==> src/hdl/frame_pkg.sv <==
`default_nettype none

package frame_pkg;

	// Payload byte
	localparam int DATA_W = 8;

	// Start bit, data, even parity and stop bit
	localparam int FRAME_W = DATA_W + 3;

	// Two Manchester halves per frame bit
	localparam int FRAME_HALVES = 2 * FRAME_W;

	// Half-bit counter width, also reused for the gap count
	localparam int BIT_CNT_W = $clog2(FRAME_HALVES);

	// First byte sent after reset
	localparam logic [DATA_W-1:0] LFSR_SEED = 8'h01;

	// x^8 + x^6 + x^5 + x^4 + 1 as a mask over bits 7, 5, 4 and 3
	localparam logic [DATA_W-1:0] LFSR_TAPS = 8'hb8;

endpackage

`default_nettype wire

==> src/hdl/line_pkg.sv <==
`default_nettype none

package line_pkg;

	// Main clock cycles per half-bit of the line code
	localparam int CLK_EN_DIV = 4;

	// Cycles the internal reset stays low once the synchronizer has released
	localparam int RST_HOLD = 8;

	// Idle half-bits between the stop bit and the next possible frame
	localparam int GAP_HALVES = 4;

	// Divider counter width
	localparam int DIV_W = (CLK_EN_DIV > 1) ? $clog2(CLK_EN_DIV) : 1;

	// Hold counter width
	localparam int HOLD_W = $clog2(RST_HOLD + 1);

endpackage

`default_nettype wire
==> src/hdl/umio_core.sv <==
`timescale 1ns/1ps
`default_nettype none

module umio_core (
	input  logic clk,
	input  logic arst_n,
	input  logic run,
	output logic line,
	output logic line_de,
	output logic busy
);

	import frame_pkg::*;

	logic              n_rst;
	logic              clk_en;
	logic [DATA_W-1:0] pg_q_cd_d;
	logic              pg_pl_rdy_cd_wr_en;

	reset_controller rst_ctrl (
		.clk(clk),
		.arst_n(arst_n),
		.n_rst(n_rst)
	);

	clk_enable_controller clk_en_ctrl (
		.clk(clk),
		.n_rst(n_rst),
		.clk_en(clk_en)
	);

	// Busy from the coder is the back-pressure for the generator
	payload_generator pl_gen (
		.clk(clk),
		.n_rst(n_rst),
		.clk_en(clk_en),
		.run(run),
		.cd_busy(busy),
		.q(pg_q_cd_d),
		.pl_rdy(pg_pl_rdy_cd_wr_en)
	);

	coder cd (
		.clk(clk),
		.n_rst(n_rst),
		.clk_en(clk_en),
		.d(pg_q_cd_d),
		.wr_en(pg_pl_rdy_cd_wr_en),
		.busy(busy),
		.line(line),
		.line_de(line_de)
	);

endmodule

`default_nettype wire

==> src/hdl/coder.sv <==
`timescale 1ns/1ps
`default_nettype none

module coder (
	input  logic                        clk,
	input  logic                        n_rst,
	input  logic                        clk_en,
	input  logic [frame_pkg::DATA_W-1:0] d,
	input  logic                        wr_en,
	output logic                        busy,
	output logic                        line,
	output logic                        line_de
);

	logic load;
	logic shift;
	logic half;
	logic de;

	coder_fsm fsm (
		.clk(clk),
		.n_rst(n_rst),
		.clk_en(clk_en),
		.wr_en(wr_en),
		.load(load),
		.shift(shift),
		.half(half),
		.de(de),
		.busy(busy)
	);

	frame_shifter shifter (
		.clk(clk),
		.n_rst(n_rst),
		.d(d),
		.load(load),
		.shift(shift),
		.half(half),
		.de(de),
		.line(line)
	);

	// Line is registered in the shifter
	// Delay the driver enable by the same cycle so both edges coincide
	always_ff @(posedge clk or negedge n_rst) begin
		if (!n_rst) begin
			line_de <= 1'b0;
		end else begin
			line_de <= de;
		end
	end

endmodule

`default_nettype wire

==> src/hdl/frame_shifter.sv <==
`timescale 1ns/1ps
`default_nettype none

module frame_shifter (
	input  logic                        clk,
	input  logic                        n_rst,
	input  logic [frame_pkg::DATA_W-1:0] d,
	input  logic                        load,
	input  logic                        shift,
	input  logic                        half,
	input  logic                        de,
	output logic                        line
);

	import frame_pkg::*;

	logic [FRAME_W-1:0] frame;
	logic               head;
	logic               parity;

	// Even parity over the data byte
	assign parity = ^d;

	// Bit on the line is always the LSB of the frame register
	assign head = frame[0];

	// Frame layout from LSB: start 0, data LSB first, parity, stop 1
	// Ones are shifted in behind the stop bit
	always_ff @(posedge clk) begin
		if (load) begin
			frame <= {1'b1, parity, d, 1'b0};
		end else if (shift) begin
			frame <= {1'b1, frame[FRAME_W-1:1]};
		end
	end

	// Manchester: inverted bit in the first half, true bit in the second
	// Line is parked low whenever the driver is off
	always_ff @(posedge clk or negedge n_rst) begin
		if (!n_rst) begin
			line <= 1'b0;
		end else begin
			line <= de & (half ? head : ~head);
		end
	end

endmodule

`default_nettype wire

==> src/hdl/coder_fsm.sv <==
`timescale 1ns/1ps
`default_nettype none

module coder_fsm (
	input  logic clk,
	input  logic n_rst,
	input  logic clk_en,
	input  logic wr_en,
	output logic load,
	output logic shift,
	output logic half,
	output logic de,
	output logic busy
);

	import line_pkg::*;
	import frame_pkg::*;

	typedef enum logic [1:0] {
		IDLE,
		WAIT_EDGE,
		SEND,
		GAP
	} state_t;

	state_t               state;
	logic [BIT_CNT_W-1:0] half_cnt;
	logic                 last_half;
	logic                 last_gap;

	assign last_half = (half_cnt == BIT_CNT_W'(FRAME_HALVES - 1));
	assign last_gap  = (half_cnt == BIT_CNT_W'(GAP_HALVES - 1));

	// One counter serves both the half-bits of the frame and the gap strobes
	always_ff @(posedge clk or negedge n_rst) begin
		if (!n_rst) begin
			state    <= IDLE;
			half_cnt <= '0;
		end else begin
			case (state)
				IDLE: begin
					if (wr_en) begin
						state <= WAIT_EDGE;
					end
				end
				// Line starts on a strobe so every half-bit is a full period
				WAIT_EDGE: begin
					if (clk_en) begin
						state    <= SEND;
						half_cnt <= '0;
					end
				end
				SEND: begin
					if (clk_en) begin
						if (last_half) begin
							state    <= GAP;
							half_cnt <= '0;
						end else begin
							half_cnt <= half_cnt + 1'b1;
						end
					end
				end
				GAP: begin
					if (clk_en) begin
						if (last_gap) begin
							state <= IDLE;
						end else begin
							half_cnt <= half_cnt + 1'b1;
						end
					end
				end
				default: state <= IDLE;
			endcase
		end
	end

	// Byte is captured in the wr_en cycle while d is still valid
	assign load  = (state == IDLE) & wr_en;
	// Advance after the second half of each bit
	assign shift = (state == SEND) & clk_en & half_cnt[0];
	assign half  = half_cnt[0];
	assign de    = (state == SEND);
	assign busy  = (state != IDLE);

endmodule

`default_nettype wire

==> src/hdl/payload_generator.sv <==
`timescale 1ns/1ps
`default_nettype none

module payload_generator (
	input  logic                        clk,
	input  logic                        n_rst,
	input  logic                        clk_en,
	input  logic                        run,
	input  logic                        cd_busy,
	output logic [frame_pkg::DATA_W-1:0] q,
	output logic                        pl_rdy
);

	import frame_pkg::*;

	logic feedback;

	// Offer a byte only on a strobe when the coder is free
	// The coder raises busy on the next clock, so a second pulse
	// can not follow before the frame is done
	assign pl_rdy = clk_en & run & ~cd_busy;

	// Fibonacci feedback over the tapped bits
	assign feedback = ^(q & LFSR_TAPS);

	// q is the LFSR itself
	// It holds while run is low or the coder is busy,
	// so no value is lost across run toggles
	always_ff @(posedge clk or negedge n_rst) begin
		if (!n_rst) begin
			q <= LFSR_SEED;
		end else if (pl_rdy) begin
			// Step once per accepted byte, new bit enters at bit 0
			q <= {q[DATA_W-2:0], feedback};
		end
	end

endmodule

`default_nettype wire

==> src/hdl/clk_enable_controller.sv <==
`timescale 1ns/1ps
`default_nettype none

module clk_enable_controller (
	input  logic clk,
	input  logic n_rst,
	output logic clk_en
);

	import line_pkg::*;

	logic [DIV_W-1:0] div_cnt;
	logic             div_last;

	// Terminal count of the divider
	assign div_last = (div_cnt == DIV_W'(CLK_EN_DIV - 1));

	// Free-running divider, the strobe is registered
	// so the first pulse lands CLK_EN_DIV cycles after reset release
	always_ff @(posedge clk or negedge n_rst) begin
		if (!n_rst) begin
			div_cnt <= '0;
			clk_en  <= 1'b0;
		end else begin
			clk_en <= div_last;
			if (div_last) begin
				div_cnt <= '0;
			end else begin
				div_cnt <= div_cnt + 1'b1;
			end
		end
	end

endmodule

`default_nettype wire

==> src/hdl/reset_controller.sv <==
`timescale 1ns/1ps
`default_nettype none

module reset_controller (
	input  logic clk,
	input  logic arst_n,
	output logic n_rst
);

	import line_pkg::*;

	logic [1:0]        sync;
	logic [HOLD_W-1:0] hold_cnt;

	// Assertion is immediate, release goes through two flops and the hold count
	always_ff @(posedge clk or negedge arst_n) begin
		if (!arst_n) begin
			sync     <= 2'b00;
			hold_cnt <= '0;
			n_rst    <= 1'b0;
		end else begin
			sync <= {sync[0], 1'b1};
			if (sync[1] && !n_rst) begin
				// Release on the last count
				if (hold_cnt == HOLD_W'(RST_HOLD - 1)) begin
					n_rst <= 1'b1;
				end else begin
					hold_cnt <= hold_cnt + 1'b1;
				end
			end
		end
	end

endmodule

`default_nettype wire

==> config.mk <==
export PLATFORM = sky130hd
export DESIGN_NAME = umio_core
export DESIGN_NICKNAME = d
export VERILOG_FILES = /design/src/hdl/frame_pkg.sv /design/src/hdl/line_pkg.sv /design/src/hdl/umio_core.sv /design/src/hdl/coder.sv /design/src/hdl/frame_shifter.sv /design/src/hdl/coder_fsm.sv /design/src/hdl/payload_generator.sv /design/src/hdl/clk_enable_controller.sv /design/src/hdl/reset_controller.sv
export SDC_FILE = /design/constraint.sdc
export NUM_CORES = 1
export LEC_CHECK = 0
export BUFFER_PORTS_ARGS = -buffer_cell sky130_fd_sc_hd__buf_2
export CORE_MARGIN = 4
export CORE_UTILIZATION = 36
export CTS_CLUSTER_DIAMETER = 100
export CTS_CLUSTER_SIZE = 16
export DETAILED_ROUTE_END_ITERATION = 6
export PLACE_DENSITY = 0.56
export REMOVE_ABC_BUFFERS = 1
export SLEW_MARGIN = 10
export SYNTH_ARGS = -nofsm -noshare
export SYNTH_HDL_FRONTEND = slang
export SYNTH_SLANG_ARGS = --single-unit
==> constraint.sdc <==
create_clock -name clk -period 1.8 [get_ports clk]
set_clock_uncertainty 0.2 [all_clocks]
set_input_delay 0.27 -clock clk [delete_from_list [all_inputs] [get_ports clk]]
set_output_delay 0.27 -clock clk [all_outputs]
set_load 0.01 [all_outputs]
==> run summary <==
CTS buffer count -> 5
Critical path start-end classification -> register to register
Count leader, synth -> dfrtp_1
Netlist cell types -> 34
First-pass GRT wire length -> 5023 microns
Fin area -> 2171 sq um
Pre-CTS setup slack -> -0.2746 ns
Max-cap violations -> 0
Status -> finished, violations left
RSZ-0062 raised after global routing -> true
Final worst path period share -> 111.8%
Initial antenna violation count -> 0
Die width -> 76.70 microns
Hold Path Class -> register to async pin
Wire per inst -> 13.07 microns
Failing checks -> setup timing
Total wire length -> 2902 microns
Number of setup violations in the final report -> 9
Grt total ovfl -> 0
H-Tree Depth -> 2
DRC viols -> 0
Critical-path cell list -> ha_4 > or3_4 > a21o_1 > a21oi_2 > mux2_4
Largest net degree at the start of global routing -> 22
CP max FO -> 4
Met2 Usage GRT -> 15.77%
Pwr/cell area -> 796.1 nW/um^2
Post-layout min period -> 2.012 ns
CTS Buffer Depth -> 2
Fraction of registers with async set/reset -> 72.97%
Final hold violation count -> 0
# fillers -> 396
Fin Hold WS -> 0.02880 ns
Yosys reg bits -> 37
Critical Path Max Stage Delay -> 0.45 ns
Avg Synthesized Cell Area -> 12.87 sq um
Ports -> 6
Seq/Total Area, Yosys -> 56.92%
Vias -> 1,089
Slew Viols, Final -> 0
Synth Cell Area -> 1699 sq um
Dpl cells -> 201
Share of layout cells above drive strength 1 -> 40.59%
Die ar. -> 5883 sq um
Leakage power -> 1.007 nW
GRT busiest layer -> met2
Core Area -> 4474 sq um
Final std cells w/o fill -> 222
Gp weighted congestion -> 0.7702
Clock-pin slew on the worst setup and hold paths -> 0.07 ns
CTS tree -> built
Critical Path RT -> 1.77 ns
GRT met3 Usage -> 4.215%
Multi-input gate area -> 772.0 sq um
Vias in the first global route -> 1,083
Clock sink count -> 37
Post-DP HPWL -> 1937 microns
Post-synth EDFFs -> 9
Synth top area share -> 38.29%
Post-Syn Instances -> 132
Worst setup SP type -> register
Layout area overhead -> 27.76%
Slowest-stage cell, CP -> dfrtp_2
Violation count after the first detailed-route iteration -> 30
Crit path arrival time -> 1.98 ns
Met1 Use GR -> 13.93%
Top cells by area, synth -> dfrtp_1, edfxtp_1, mux2_2, ha_1, a22o_1
Dominant synthesized flop cell -> dfrtp_1
Antenna fix cells -> 0
Post-DP Area -> 1897 sq um
FF/Latch Area -> 968.4 sq um
Max IR drop VDD -> 655.7 uV
Synth area leader -> dfrtp_1
Root Driver -> clkbuf_8
Fmax -> 0.4969 GHz
DR vias/cell -> 4.905
Endpoint class of the critical path -> register
Post-synth top cells -> dfrtp_1, a22o_1, mux2_2
Detailed Routing Iterations Pass 1 -> 4
Cell family with most CP delay -> flip-flops
Initial Utilization -> 37.98%
Worst setup margin -> -0.2124 ns
Total GRT Usage -> 10.76%
IO buf count -> 5
Row cnt -> 24
Die Ht -> 76.70 microns
Routed Antenna Nets -> 0
NumNets Final -> 180
Synth warn -> 0
Clk Latency, worst-skew pair -> 0.29 ns
Buf/Inv on CP -> 0
-- cells in the final DEF (no fill, tap or decap), types with 2 or more instances in the layout --
master    instances
nor2b_1           3
a21oi_1           5
clkbuf_8          6
buf_6             4
and3_1            2
xnor2_1           9
nand2b_4          2
a22o_1           11
mux2_4            3
nand2_1           3
o21ai_0           3
ha_4              2
nor2_1            8
buf_2             4
dfrtp_1          25
inv_1             4
edfxtp_1          9
mux2i_1           2
a21oi_2           2
inv_2             3
ha_1              5
buf_4            21
mux2_2            8
-- kinds of logic (layout without fill, tap and decap cells) --
logic type,after synthesis,after routing,share of synthesized area [%]
xor gates and xnor gates,10,10,5.155
buffers and inverters,9,46,2.136
AOI/OAI and AO/OA,26,26,11.63
and+or+nand+nor,28,29,9.352
muxes,13,13,8.689
adders and majority gates,8,8,5.891
other,1,1,0.2207
DFF,37,37,56.92
-- final timing paths --
kind	startpoint	to	slack, ns	cells past startpoint
max	cd.fsm.state[1]	cd.fsm.half_cnt[0]	-0.21	5
min	rst_ctrl.n_rst	pl_gen.q[3]	0.03	1
max reg2reg	cd.fsm.state[1]	cd.fsm.half_cnt[0]	-0.21	5
min reg2reg	rst_ctrl.n_rst	pl_gen.q[3]	0.03	1
max in group asynchronous	arst_n	rst_ctrl.hold_cnt[0]	1.10	2
min in group clk	rst_ctrl.sync[0]	rst_ctrl.sync[1]	0.15	0
-- worst register-to-register path, cell delays in order (launching register included) --
cell and delay (ns):
dfrtp_2 0.45, ha_4 0.18, or3_4 0.39, a21o_1 0.18
a21oi_2 0.17, mux2_4 0.32
-- layout make-up --
class | count | area share [%]
Tap cell | 52 | 2.997
Inverter | 7 | 1.210
Timing Repair Buffer | 31 | 11.41
Multi-Input combinational cell | 87 | 35.56
Sequential cell | 37 | 44.61
Clock inverter | 2 | 0.4035
Clock buffer | 6 | 3.804
-- flip-flops by register name, indices dropped and copies added, names as in the netlist --
| name | flops |
|---|---|
| rst_ctrl.sync | 2 |
| pl_gen.q | 8 |
| cd.line_de | 1 |
| cd.fsm.state | 2 |
| rst_ctrl.hold_cnt | 4 |
| clk_en_ctrl.clk_en | 1 |
| cd.fsm.half_cnt | 5 |
| clk_en_ctrl.div_cnt | 2 |
| cd.shifter.line | 1 |
| rst_ctrl.n_rst | 1 |
| cd.shifter.frame | 10 |
-- metal layers --
metal / up-vias / wire length, microns
li1: 542 / -
met1: 531 / 1426
met2: 11 / 1320
met3: 5 / 101
met4: 0 / 53
met5: - / 0
-- power by group --
part           switching (mW)  internal [mW]
logic                   0.118         0.0748
registers              0.0434          0.910
clock network           0.279          0.303
-- through the flow --
step | total power, mW | util [%] | setup TNS, ns
6_report | 1.728 | 48.52 | -1.117
3_5_place_dp | 1.171 | 42.39 | -4.258
2_1_floorplan | 1.100 | - | -5.386
4_1_cts | 1.759 | 46.09 | -2.436
3_3_place_gp | 1.154 | 42.39 | -2.777
5_1_grt | 1.842 | 48.52 | -2.756
-- timing repair --
item	in CTS	in global routing
endpoints found under the hold margin	7	0
hold buffers	1	0
endpoints found under the setup margin	33	34
cloned	1	2
pin swaps	4	3
buffers inserted	2	10
resized for setup	14	13
(Power assumes the default switching activity.)
